==> src/hdl/prng_lfsr.sv <==
`timescale 1ns/1ps

module prng_lfsr (
	input  logic        clk,
	input  logic        rst_n,
	input  logic        load,
	input  logic [15:0] seed,
	input  logic        next,
	output logic [7:0]  rnd
);

	logic [15:0] lfsr;
	logic        fb;

	// Taps 16,14,13,11 give the full period
	assign fb  = lfsr[15] ^ lfsr[13] ^ lfsr[12] ^ lfsr[10];
	assign rnd = lfsr[7:0];

	always_ff @(posedge clk or negedge rst_n) begin
		if (!rst_n) begin
			lfsr <= 16'hffff;
		end else if (load) begin
			lfsr <= (seed == 16'h0000) ? 16'hffff : seed; // All zeros would lock up
		end else if (next) begin
			lfsr <= {lfsr[14:0], fb};
		end
	end

endmodule

==> config.mk <==
export PLATFORM = sky130hd
export DESIGN_NAME = prng_lfsr
export DESIGN_NICKNAME = d
export VERILOG_FILES = /design/src/hdl/prng_lfsr.sv
export SDC_FILE = /design/constraint.sdc
export NUM_CORES = 1
export LEC_CHECK = 0
export ABC_CLOCK_PERIOD_IN_PS = 1600
export BUFFER_PORTS_ARGS = -buffer_cell sky130_fd_sc_hd__buf_2
export CORE_MARGIN = 3
export CORE_UTILIZATION = 46
export CTS_CLUSTER_DIAMETER = 30
export CTS_CLUSTER_SIZE = 25
export DETAILED_ROUTE_END_ITERATION = 16
export MAX_ROUTING_LAYER = met4
export PLACE_DENSITY_LB_ADDON = 0.05
export SYNTH_ARGS = -nofsm -noshare
export SYNTH_HDL_FRONTEND = slang
export SYNTH_SLANG_ARGS = --single-unit
export TNS_END_PERCENT = 20
==> constraint.sdc <==
create_clock -name clk -period 1.6 [get_ports clk]
set_input_delay 0.08 -clock clk [delete_from_list [all_inputs] [get_ports clk]]
set_output_delay 0.08 -clock clk [all_outputs]
set_load 0.02 [all_outputs]
==> impl_metrics.tcl <==
set metrics [dict create \
    multi_input_area_um2 413 \
    cp_max_fo 3 \
    skew_ns 0.00661 \
    run_status "finished, final reports clean" \
    worstPathRequired_ns 1.80 \
    drc_errors 0 \
    slew_viol_final 0 \
    first_pass_iters 3 \
    switching_power_mw 0.259 \
    max_freq_ghz 0.838 \
    wire_per_inst_um 14.9 \
    cts_resized 0 \
    p_clk_share_pct 21.2 \
    max-clock-path-buffers 2 \
    die_y_um 51.1 \
    peakVddDrop_v 0.000500 \
    grt_util_all_layers_pct 14.9 \
    synth_top_cell_by_area "dfstp_2" \
    final_cell_mix "buf_2, dfstp_2, mux2_2, o22a_2, nor4_1" \
    root_buffer "clkbuf_4" \
    met1_length_um 806 \
    holdWs_ns 0.0482 \
    arrival_ns 1.39 \
    min_path_type "primary input to flip-flop" \
    synth_top_family_by_area "multiplexers" \
    area.growth.synth_to_final_pct 10.4 \
    relSlewSlack_pct 75.6 \
    hold_viol 0 \
    top_layer_used "met4" \
    antenna_found_initial 0 \
    htree_num_levels 1 \
    largest_reg_flops 16 \
    synth_compound_area_share_pct 17.1 \
    ff_latch_area_um2 420 \
    yosys-top-cells-area "dfstp_2, mux2_2, o22a_2" \
    syn_inst 71 \
    cts_num_sinks 16 \
    wl_met3_um 93 \
    core_mm2 0.00182 \
    p_leak_nw 0.406 \
    cts_inserted_buffers 3 \
    grt_pass1_wl_um 2790 \
    synth_top_area_share_pct 45.0 \
    grt_pass1_vias 609 \
    async_flop_share_pct 100 \
    cts_tree "yes" \
    num-nets-final 111 \
    largest_register "lfsr" \
    final_cells 114 \
    setup_slack_ns 0.406 \
    netSwitchingFraction_pct 26.9 \
    synth_xor_area_share_pct 2.81 \
    fillers 182 \
    yosys.area_share.adder_pct 0 \
    r2r_start "lfsr[10]" \
    antenna_cells 0 \
    num_rows 15 \
    synth_flop_cell "dfstp_2" \
    syn_nets 91 \
    ys_ff_latch 16 \
    fin_crit_sh_pct 74.6 \
    p_int_mw 0.702 \
    clock_latency_ns 0.28 \
    yosys.area_share.simple_pct 5.09 \
    viasPerCell 5.32 \
    die_width_um 51.1 \
    placed_cells 110 \
    postRouteAntennaNets 0 \
    vias 606 \
    io_buffer_count 27 \
    pwr-share-seq_pct 53.3 \
    synthesis.area_um2 935 \
    top_regs "lfsr (16)" \
    synth_area_per_cell_um2 13.2 \
    start_util_pct 51.3 \
    crit_type "flip-flop to flip-flop" \
    p_per_area_mw_per_mm2 931 \
    muxShareOfSynthArea_pct 19.1 \
    drt_iter0_markers 8 \
    end_kind "flip-flop" \
    startpoint "lfsr[10]" \
    fin_setup_tns_ns 0 \
    min_period_ns 1.19 \
    wl_met2_um 789 \
    yosysWarnings 0 \
    place_ws_ns 0.373 \
    holdCritStartpoint "seed[13]" \
    setup_viol 0 \
    final_common_cell "buf_2" \
    synth_edf_count 0 \
    place.gp.congestion 0.717 \
    drive_gt1_share_pct 86.5 \
    worst-slew-pin-transition_ns 0.367 \
    grt-ovfl-total 0 \
    start_kind "flip-flop" \
    ys_seq_area_share_pct 45.0 \
    dieArea_mm2 0.00261 \
    rsz0062_at_grt "false" \
    ys_types 14 \
    ios 28 \
    cts_setup_buffers 0 \
    power_mw 0.961 \
    grt_max_degree 19 \
    clkSlewWorstSetupHoldPaths_ns 0.09 \
    max_cap_viol_count 0 \
    wirelength_um 1700 \
    combPwrFrac_pct 25.5 \
]
==> layer usage <==
metal,track usage (%),vias to the layer above
met1,18.7,287
met4,6.73,0
li1,-,300
met2,23.0,17
met3,3.50,2
met5,-,-
==> stage by stage <==
stage	instance area (um^2)	utilization, %
after CTS	1030	56.7
after global routing	1030	56.7
after detailed placement	1000	54.9
after global placement	1000	54.9
after floorplan	935	-
final	1030	56.7
==> worst max-delay path, cell delays in order, from the launching register on <==
cell     delay (ns)
dfstp_2        0.56
xor2_1         0.17
xnor2_1        0.14
mux2i_1        0.08
o21ai_0        0.17
==> power by group through the flow <==
stage	logic (mW)	clock network [mW]	registers, mW
after floorplan	0.214	0	0.510
after global placement	0.244	0	0.519
after detailed placement	0.246	0	0.520
after CTS	0.248	0.211	0.513
after global routing	0.266	0.230	0.522
final	0.245	0.204	0.512
==> synthesized netlist by cell type, types with 2 or more instances <==
cell type and count:
buf_2 2, mux2_2 15, o22a_2 15, o21ai_0 2, dfstp_2 16, xnor2_1 2, buf_4 9, nor4_1 4
==> repair_timing <==
| action | 4_1_cts | 5_1_grt |
|---|---|---|
| hold buffers | 1 | 0 |
| endpoints found under the setup margin | 0 | 0 |
| endpoints found under the hold margin | 16 | 0 |
==> cell families after synthesis <==
logic type                count (synthesis)
DFF                                      16
and+or+nand+nor                           6
muxes                                    16
xor gates and xnor gates                  3
buffers and inverters                    13
AOI/OAI and AO/OA                        17
==> final timing paths <==
path | end | slack [ns] | depth (start not counted)
setup / recovery | lfsr[0] | 0.41 | 4
hold / removal | lfsr[13] | 0.05 | 2
setup reg to reg | lfsr[0] | 0.41 | 4
hold reg to reg | lfsr[0] | 0.58 | 2
max in group asynchronous | lfsr[0] | 1.07 | 2
min in group asynchronous | lfsr[10] | 0.50 | 2
==> final cells by class <==
cell class              count  share of cell area, %
flip-flops and latches     16                   40.7
multi-input cells          42                   40.0
repair buffers             28                   14.1
well taps                  25                   3.03
clock buffers               3                   2.18
No activity file was read; power rests on OpenSTA's default activity.
