--- src/hdl/phold_cfg.svh ---
`ifndef PHOLD_CFG_SVH
`define PHOLD_CFG_SVH

// Logical processes and processing cores
`define PHOLD_NUM_LP      8
`define PHOLD_NUM_CORE    4

// Event timestamp width in bits
`define PHOLD_TIME_WID    16

// Queue capacity, above the LP count
`define PHOLD_Q_DEPTH     16

// Cycles a core spends on one event
`define PHOLD_PROC_CYCLES 4

// Increment is MIN_DELAY plus masked random bits, so 1 to 15
`define PHOLD_MIN_DELAY   1
`define PHOLD_DELAY_MASK  14

`endif

--- src/hdl/phold_pkg.sv ---
`include "phold_cfg.svh"

package phold_pkg;

	// Controller sequence
	typedef enum logic [1:0] {
		ST_IDLE,
		ST_INIT,
		ST_RUNNING,
		ST_FINISHED
	} ctrl_state_e;

	// Event fields
	localparam int LP_WID = $clog2(`PHOLD_NUM_LP);

	typedef logic [`PHOLD_TIME_WID-1:0] time_t;
	typedef logic [LP_WID-1:0]          lp_t;

endpackage

--- src/hdl/phold_core.sv ---
`timescale 1ns/1ps
`include "phold_cfg.svh"

module phold_core (
	input  logic             clk,
	input  logic             rst_n,
	input  logic             event_vld,
	input  phold_pkg::time_t event_time,
	input  phold_pkg::lp_t   event_lp,
	input  logic [7:0]       random_in,
	output logic             ready,
	output phold_pkg::time_t busy_time,
	output logic             held,
	output logic             new_rq,
	output phold_pkg::time_t new_time,
	output phold_pkg::lp_t   new_lp,
	input  logic             ack
);

	localparam int CNT_WID = $clog2(`PHOLD_PROC_CYCLES + 1);

	typedef enum logic [1:0] {
		CS_FREE,
		CS_PROC,
		CS_OFFER
	} core_state_e;

	core_state_e        state;
	logic [CNT_WID-1:0] cnt;
	phold_pkg::time_t   time_q;
	logic [7:0]         rnd_q;

	assign ready     = (state == CS_FREE);
	assign held      = (state != CS_FREE);
	assign new_rq    = (state == CS_OFFER);
	assign busy_time = time_q;

	// Lookahead plus masked upper random bits
	assign new_time = time_q + phold_pkg::time_t'(`PHOLD_MIN_DELAY)
		+ phold_pkg::time_t'(rnd_q[7:4] & 4'(`PHOLD_DELAY_MASK));

	// Random target LP
	assign new_lp = phold_pkg::lp_t'(rnd_q % 8'(`PHOLD_NUM_LP));

	always_ff @(posedge clk or negedge rst_n) begin
		if (!rst_n) begin
			state <= CS_FREE;
			cnt   <= '0;
		end else begin
			case (state)
				CS_FREE: if (event_vld) begin
					state <= CS_PROC;
					cnt   <= '0;
				end
				CS_PROC: if (cnt == CNT_WID'(`PHOLD_PROC_CYCLES - 1)) begin
					state <= CS_OFFER;
				end else begin
					cnt <= cnt + 1'b1;
				end
				CS_OFFER: if (ack) begin
					state <= CS_FREE; // Request drops next cycle
				end
				default: state <= CS_FREE;
			endcase
		end
	end

	always_ff @(posedge clk) begin
		if (state == CS_FREE && event_vld) begin
			time_q <= event_time;
			rnd_q  <= random_in;
		end
	end

endmodule

--- config.mk ---
export PLATFORM = sky130hd
export DESIGN_NAME = phold_core
export DESIGN_NICKNAME = d
export VERILOG_FILES = /design/src/hdl/phold_pkg.sv /design/src/hdl/phold_core.sv
export VERILOG_INCLUDE_DIRS = /design/src /design/src/hdl
export SDC_FILE = /design/constraint.sdc
export NUM_CORES = 1
export LEC_CHECK = 0
export ABC_AREA = 1
export CAP_MARGIN = 20
export CORE_MARGIN = 10
export CORE_UTILIZATION = 55
export CTS_BUF_LIST = sky130_fd_sc_hd__clkbuf_16
export CTS_CLUSTER_DIAMETER = 150
export DETAILED_ROUTE_END_ITERATION = 8
export DONT_BUFFER_PORTS = 1
export PLACE_DENSITY = 0.77
export SETUP_SLACK_MARGIN = 0.02
export SYNTH_ARGS = -nofsm -noshare
export SYNTH_HDL_FRONTEND = slang
export SYNTH_SLANG_ARGS = --single-unit
--- constraint.sdc ---
create_clock -name clk -period 1.8 [get_ports clk]
set_input_delay 0 -clock clk [delete_from_list [all_inputs] [get_ports clk]]
set_output_delay 0 -clock clk [all_outputs]
set_load 0.01 [all_outputs]
==> out/metrics.yaml <==
max_slew_margin_pct: 77.2
clockPowerShare_pct: 19.3
min_period_ps: 1780
arrival_ps: 1780
syn-cell-area_mm2: 0.00145
port_buffers: 0
place.gp.congestion: 0.813
cts-root-buf: "clkbuf_16"
synth_top_area_share_pct: 45.7
hold_violations: 0
p_comb_share_pct: 37.8
clk_pin_slew_ps: 60
avgSynthCellArea_um2: 9.83
grt-ovfl-total: 0
placed_cells: 176
ant_nets: 0
internal_power_w: 0.00151
dr_total_vias: 1158
clock_path_buffers: 2
clock-sinks: 27
drive_above_1_share_pct: 24.2
cp_slowest_stage_delay_ps: 520
finalNetCount: 216
synth_area_leader_cell: "edfxtp_1"
powerDensity_mw_per_mm2: 1280
netSwitchingPower_w: 0.000957
slowest_stage: "edfxtp_1"
first_iter_violations: 89
cts_tree: "done"
core-area_mm2: 0.00250
h-tree-depth: 1
boundaryPins: 69
antenna_found_initial: 0
synthTopCellsByArea: "edfxtp_1 (46%), nand2_1 (10%), dfrtp_1 (8.7%)"
drc: 0
skew_ps: 1.87
synthCells: 147
crit_fanout: 4
path_buf_inv: 0
hold_class: "input port to asynchronous set/reset pin"
synth_fp_nets: 184
drv_slew: 0
firstDrtPassIters: 4
die_x_um: 71.3
crit_chain: "fa_2 > nand2_2 > nand2_2 > nand2_4 > nor2_4 > nand2_1 > nand2_1 > nand2_2"
insertion_delay_ps: 250
place_area_mm2: 0.00148
fmax_ghz: 0.561
die-area_mm2: 0.00508
leakage_nw: 0.791
final_util_pct: 77.2
yosysWarnings: 0
swShare_pct: 38.8
ys_seq_area_share_pct: 54.4
power_frac_seq_pct: 42.9
startpoint: "busy_time[1]"
hold_slack_ps: 32.6
fin_crit_sh_pct: 99.0
initial_utilization_pct: 57.8
cp.depth: 8
rr_worst_depth: 4
r2r_end: "busy_time[7]"
ir_drop_mv: 1.12
endpoint: "new_time[14]"
layout_common_cells: "nand2_1 (30), dlygate4sd3_1 (25), edfxtp_1 (22)"
layout.cells.non_filler: 208
wl_per_cell_um: 18.4
final_common_cell: "nand2_1"
grt_start_max_net_pins: 23
worstPathRequired_ps: 1800
rsz0062_at_grt: "true"
antenna_cells: 0
worst_path_dominant_cell_family: "simple AND/OR/NAND/NOR gates"
tightest_slew_ps: 342
ys_ff_latch: 27
area_growth_pct: 33.5
dp_hpwl_mm: 2.73
cpMostUsedCell: "nand2_2"
num_rows: 18
final_cell_area_mm2: 0.00193
grtUsageTotal_pct: 14.1
outcome: "finished clean"
r2r_slack_ps: 410
setup_tns_ps: 0
numCtsBuffers: 3
maxCapViolations: 0
grt_pass1_wl_mm: 5.81
crit_path_start_kind: "register"
finalWirelength_mm: 3.82
crit_path_end_kind: "output pin"
ys_types: 27
critPathKind: "register to output pin"
avgViaCountPerCell: 5.57
setup_viol: 0
reg2reg_from: "state[1]"
die_y_um: 71.3
grt_pass1_vias: 1210
-- cells by family (layout without fill, tap and decap cells) --
group	Yosys count	in the layout	share of synthesized area, %
AOI/OAI and AO/OA	6	6	2.60
xor gates and xnor gates	7	7	4.24
adders and majority gates	6	6	5.71
buffers and inverters	22	53	6.49
DFF	27	27	54.4
muxes	1	1	0.693
and+or+nand+nor	78	78	25.9
-- worst register-to-register path, cell delays in order, from the launching register on --
cell,delay (ps)
dfrtp_1,380
inv_1,100
nand2_1,180
nor2_2,120
buf_4,290
-- cell type report --
cell class              count  area [um^2]
fillers                   156          571
multi-input cells          98          668
inverters                  19         71.3
well taps                  30         37.5
clock buffers               3         75.1
repair buffers             30          288
clock inverters             1         3.75
flip-flops and latches     27          786
-- worst min-delay path by stage --
stage	startpoint	to	slack (ps)	cells after the start
floorplan	rst_n	cnt[0]	-300	0
global placement	rst_n	cnt[0]	-300	0
detailed placement	rst_n	cnt[0]	-300	0
CTS	rst_n	cnt[1]	40	1
global route	rst_n	cnt[2]	40	1
finish	rst_n	cnt[2]	30	1
-- power groups by stage --
stage	clock network (W)	logic (W)	registers [W]
floorplan	0	0.000628	0.00100
global placement	0	0.000725	0.00104
detailed placement	0	0.000775	0.00105
CTS	0.000487	0.000845	0.00104
global route	0.000511	0.00103	0.00108
finish	0.000477	0.000933	0.00106
-- registers in the layout, summed over array words and instances, names as in the netlist --
name and count:
state 2, rnd_q 6, cnt 3, busy_time 16
-- Yosys cell counts --
cell type,number
nand2_1,39
edfxtp_1,22
inv_1,16
nor2_1,11
nand3_1,8
dfrtp_1,5
ha_1,5
xor2_1,5
nand2_2,4
buf_4,3
inv_2,3
nand3b_1,3
nand4_1,3
nor2_2,3
nor2_4,2
o21ai_1,2
or2_1,2
xnor2_1,2
a21oi_1,1
fa_1,1
mux2i_1,1
nand2_4,1
nand3_2,1
nor3_1,1
o21ai_2,1
o22ai_1,1
o31ai_1,1
-- metrics by stage --
step / power, W / worst slack [ps]
floorplan: 0.00163 / 202
detailed placement: 0.00182 / 214
finish: 0.00247 / 17.2
global route: 0.00262 / -71.2
global placement: 0.00176 / 247
CTS: 0.00238 / 30.1
-- metal layers --
layer | up-vias | wire length, um | GRT usage, %
li1 | 536 | - | -
met1 | 540 | 1160 | 12.2
met2 | 60 | 2090 | 27.0
met3 | 22 | 414 | 5.92
met4 | 0 | 157 | 6.67
met5 | - | 0 | 0
-- repair_timing --
action                                 4_1_cts  5_1_grt
hold buffers                                25        0
resized for setup                            5       14
buffers inserted                             0        3
endpoints found under the hold margin       29        0
pin swaps                                    0        7
setup endpoints to repair                    8       10
Power figures use the tool's default switching activity.
