===== config.mk =====
export PLATFORM = sky130hd
export DESIGN_NAME = event_queue
export DESIGN_NICKNAME = d
export VERILOG_FILES = /design/src/hdl/phold_pkg.sv /design/src/hdl/event_queue.sv
export VERILOG_INCLUDE_DIRS = /design/src /design/src/hdl
export SDC_FILE = /design/constraint.sdc
export NUM_CORES = 1
export LEC_CHECK = 0
export BUFFER_PORTS_ARGS = -buffer_cell sky130_fd_sc_hd__buf_2
export CORE_MARGIN = 2
export CORE_UTILIZATION = 35
export DETAILED_ROUTE_END_ITERATION = 10
export SLEW_MARGIN = 25
export SYNTH_ARGS = -nofsm -noshare
export SYNTH_HDL_FRONTEND = slang
export SYNTH_SLANG_ARGS = --single-unit
export TNS_END_PERCENT = 30

===== constraint.sdc =====
create_clock -name clk -period 13.73 [get_ports clk]
set_clock_uncertainty 0.2 [all_clocks]
set_input_delay 2.0595 -clock clk [delete_from_list [all_inputs] [get_ports clk]]
set_output_delay 2.0595 -clock clk [all_outputs]
set_load 0.005 [all_outputs]

===== src/hdl/phold_cfg.svh =====
`ifndef PHOLD_CFG_SVH
`define PHOLD_CFG_SVH

// Logical processes and processing cores
`define PHOLD_NUM_LP      8
`define PHOLD_NUM_CORE    4

// Event timestamp width in bits
`define PHOLD_TIME_WID    16

// Queue capacity, above the LP count
`define PHOLD_Q_DEPTH     16

// Cycles a core spends on one event
`define PHOLD_PROC_CYCLES 4

// Increment is MIN_DELAY plus masked random bits, so 1 to 15
`define PHOLD_MIN_DELAY   1
`define PHOLD_DELAY_MASK  14

`endif


===== src/hdl/phold_pkg.sv =====
`include "phold_cfg.svh"

package phold_pkg;

	// Controller sequence
	typedef enum logic [1:0] {
		ST_IDLE,
		ST_INIT,
		ST_RUNNING,
		ST_FINISHED
	} ctrl_state_e;

	// Event fields
	localparam int LP_WID = $clog2(`PHOLD_NUM_LP);

	typedef logic [`PHOLD_TIME_WID-1:0] time_t;
	typedef logic [LP_WID-1:0]          lp_t;

endpackage


===== src/hdl/event_queue.sv =====
`timescale 1ns/1ps
`include "phold_cfg.svh"

module event_queue (
	input  logic                                clk,
	input  logic                                rst_n,
	input  logic                                clear,
	input  logic                                enq,
	input  logic                                deq,
	input  phold_pkg::time_t                    in_time,
	input  phold_pkg::lp_t                      in_lp,
	output phold_pkg::time_t                    head_time,
	output phold_pkg::lp_t                      head_lp,
	output logic                                empty,
	output logic                                full,
	output logic [$clog2(`PHOLD_Q_DEPTH+1)-1:0] count
);

	localparam int D       = `PHOLD_Q_DEPTH;
	localparam int CNT_WID = $clog2(D + 1);
	localparam int IDX_WID = $clog2(D);

	phold_pkg::time_t   q_time [D];
	phold_pkg::lp_t     q_lp   [D];
	logic [CNT_WID-1:0] pos;     // Insert slot
	logic               do_enq;
	logic               do_deq;

	assign empty     = (count == '0);
	assign full      = (count == CNT_WID'(D));
	assign head_time = q_time[0];
	assign head_lp   = q_lp[0];
	assign do_enq    = enq && !full;
	assign do_deq    = deq && !empty && !enq;

	// Entries at or below in_time stay put, so ties keep arrival order
	always_comb begin
		pos = '0;
		for (int i = 0; i < D; i++) begin
			if (CNT_WID'(i) < count && q_time[i] <= in_time) begin
				pos = pos + 1'b1;
			end
		end
	end

	always_ff @(posedge clk) begin
		if (do_enq) begin
			for (int i = D - 1; i > 0; i--) begin
				if (CNT_WID'(i) > pos) begin
					q_time[i] <= q_time[i-1];
					q_lp[i]   <= q_lp[i-1];
				end
			end
			q_time[pos[IDX_WID-1:0]] <= in_time;
			q_lp[pos[IDX_WID-1:0]]   <= in_lp;
		end else if (do_deq) begin
			for (int i = 0; i < D - 1; i++) begin
				q_time[i] <= q_time[i+1]; // Shift down over the head
				q_lp[i]   <= q_lp[i+1];
			end
		end
	end

	always_ff @(posedge clk or negedge rst_n) begin
		if (!rst_n) begin
			count <= '0;
		end else if (clear) begin
			count <= '0;
		end else if (do_enq) begin
			count <= count + 1'b1;
		end else if (do_deq) begin
			count <= count - 1'b1;
		end
	end

endmodule


==> metrics.md <==
| Metric | Value |
|---|---|
| Total number of vias | `21700` |
| P_leak | `11.1 nW` |
| Crit-path max cell delay | `0.47 ns` |
| Mapped Area | `23500 um^2` |
| Number of buffers created by CTS | `37` |
| Port bufs | `49` |
| Startpoint Class | `input pin` |
| Seq/Total Area, Yosys | `39.3%` |
| Final Critical Period | `13.15 ns` |
| Async set-reset flop share out of synthesis | `under 10%` |
| Gr ovfl total | `0` |
| Relative slew margins | `26.2%` |
| Clk Latency, worst-skew pair | `~0.58 ns` |
| Area Overhead vs Synth | `13.3%` |
| Critical path type | `input pin to flip-flop` |
| Syn Nets | `2954` |
| Critical Path End Type | `flip-flop` |
| Most common cell in the netlist | `nand2_1` |
| Critical Path AT | `13.22 ns` |
| DRT Wirelength | `between 80000 and 90000 um` |
| Initial antenna violation count | `0` |
| First-pass GRT wire length | `127000 um` |
| Top cells by area, synth | `edfxtp_1, ha_1, nand2_1` |
| Synth top area share | `between 30% and 40%` |
| Dpl cells | `3526` |
| H-tree levels | `2` |
| Worst hold path class | `flip-flop to flip-flop` |
| Hold Vio Cnt, Final | `0` |
| Post-synth EDFFs | `304` |
| Number of clock sinks | `309` |
| DIE HEIGHT | `between 200 and 300 um` |
| CTS tree | `built` |
| Root buffer cell | `clkbuf_16` |
| DRC viols | `0` |
| Worst EP required | `13.80 ns` |
| Post-route worst setup slack | `0.580 ns` |
| I/O pin cnt | `50` |
| Largest area contributor in the synthesized netlist | `edfxtp_1` |
| Post-Syn Instances | `2656` |
| Final ANT Viol Nets | `0` |
| Clock transition at the registers of the reported paths | `0.06 ns` |
| Setup TNS Final | `0 ns` |
| Synth top cells by count | `nand2_1, nor2_1, edfxtp_1` |
| Ys flop type | `edfxtp_1` |
| Worst-path cell with the longest stage delay | `a221oi_1` |
| Pins Over Slew Limit | `0` |
| Avg WL per Cell | `around 24 um` |
| Pre-CTS setup slack | `-0.132 ns` |
| Clock Path Buffers | `3` |
| Initial Util | `about a third` |
| GP Congestion | `roughly 0.94` |
| VDD IR-drop max | `around 170 uV` |
| Share of cells above drive strength 1 | `11.1%` |
| GR Util All Layers | `a little under a quarter` |
| Pin count of the biggest net entering global routing | `214` |
| Chip Width | `263 um` |
| Post-CTS Hold Buffers | `0` |
| DRT Pass-1 Iters | `6` |
| PwrDens | `227 nW/um^2` |
| Synth cell types | `93` |
| Top cell by count, worst path | `ha_1` |
| Final setup violation count | `0` |
| Number of DRC markers in iteration 0 | `roughly 2500` |
| Max Cap Violations | `0` |
| Antenna cells | `0` |
| Finished Layout Cells | `3602` |
| Crit path max fanout | `16` |
| Row count | `between 90 and 100` |
| Synthesized area per cell | `8.86 um^2` |
| Area of the die | `around 69000 um^2` |
| Final HPWL DP | `61900 um` |
| Crit share post-route | `95.8%` |
| Via-to-Cell Ratio | `around 6` |
| Status | `complete, no violations` |
| Number of global-route vias before repair | `20500` |
| Tightest Pin Transition | `1.10 ns` |
| Core area | `around 67000 um^2` |
| Ys Warns | `0` |
| Post-layout net count | `3000` |
| Fmax | `about 0.076 GHz` |
| Synth Register Bits | `between 300 and 400` |
==> cell usage in the layout, fill, tap and decap left out, drive strengths merged, types with 10 or more instances in the layout <==
master  Yosys  layout
a31oi     272     272
nand2b     15      15
xnor3      11      11
and2       15      15
a211oi     19      19
clkinv      0      14
nor2      323     323
nand2     631     631
nand4      51      51
buf        43     161
o21a       26      26
nor2b      22      22
a21oi      82      82
mux2i      10      10
a21o       29      29
ha        274     274
nand3      35      35
o21ai      68      68
nor3       24      24
xor2       15      15
xnor2      26      26
o211ai     26      26
edfxtp    304     304
mux2       25      25
inv        59      61
clkbuf    113      44
==> metal layers <==
| layer | global-route usage [%] | part of all wire [%] |
|---|---|---|
| met4 | 10.6 | 4.3 |
| met3 | 3.72 | 9.7 |
| met5 | 0 | 0 |
| met2 | 36.6 | 44 |
| met1 | 33.3 | 42 |
==> sequential cells by signal (all words and copies together) (netlist names) <==
register / cells
q_time: 256
q_lp: 48
count: 5
==> critical path: cells and delay by family <==
| kind | cells | cell delay (ns) |
|---|---|---|
| muxes | 3 | 0.37 |
| xor gates and xnor gates | 5 | 1.20 |
| and+or+nand+nor | 10 | 1.46 |
| AOI/OAI and AO/OA | 23 | 4.54 |
| adders and majority gates | 8 | 2.22 |
| buffers and inverters | 8 | 1.38 |
==> final cells by class <==
class / count / area, um^2
Clock buffer: 42 / 945
Clock inverter: 24 / 234
Fill cell: 6590 / 40200
Inverter: 59 / 228
Multi-Input combinational cell: 2132 / 13500
Sequential cell: 309 / 9250
Tap cell: 873 / 1090
Timing Repair Buffer: 163 / 1440
==> final timing paths <==
kind | from | end | slack, ns | cells after the start
max | in_time[1] | q_lp[12][1] | 0.58 | 57
min | q_lp[14][2] | q_lp[15][2] | 0.39 | 1
max reg2reg | q_time[1][1] | q_lp[12][1] | 2.02 | 61
min reg2reg | q_lp[14][2] | q_lp[15][2] | 0.39 | 1
max in group asynchronous | rst_n | count[1] | 12.11 | 1
min in group asynchronous | rst_n | count[0] | 1.08 | 1
==> report_power, final <==
group	switching [mW]	total (mW)	internal [mW]	leakage, nW
Combinational	1.68	2.93	1.26	7.46
Sequential	0.435	2.12	1.69	3.08
Clock	0.422	0.995	0.572	0.578
==> cell families (layout without fill, tap and decap cells) <==
family,Yosys count,after routing,share of synthesized area [%]
xor+xnor,53,53,2.84
buf+inv,215,288,3.84
simple gates,1166,1166,20.9
mux,35,35,1.68
compound gates,604,604,16.9
flops,309,309,39.3
fa+ha+maj,274,274,14.6
==> metrics by stage <==
| step | instance area, um^2 | util (%) | total power [mW] | hold WS [ns] |
|---|---|---|---|---|
| 2_1_floorplan | 23500 | - | 3.87 | 0.350 |
| 3_3_place_gp | 25300 | 37.8 | 4.82 | 0.358 |
| 3_5_place_dp | 25300 | 37.8 | 4.93 | 0.368 |
| 4_1_cts | 26400 | 39.5 | 5.93 | 0.389 |
| 5_1_grt | 26700 | 39.9 | 6.42 | 0.404 |
| 6_report | 26700 | 39.9 | 6.05 | 0.388 |
==> repair_timing <==
item	in CTS	in global routing
buffers inserted	0	7
gates resized for setup	0	28
endpoints found under the setup margin	0	608
(Power assumes the default switching activity.)
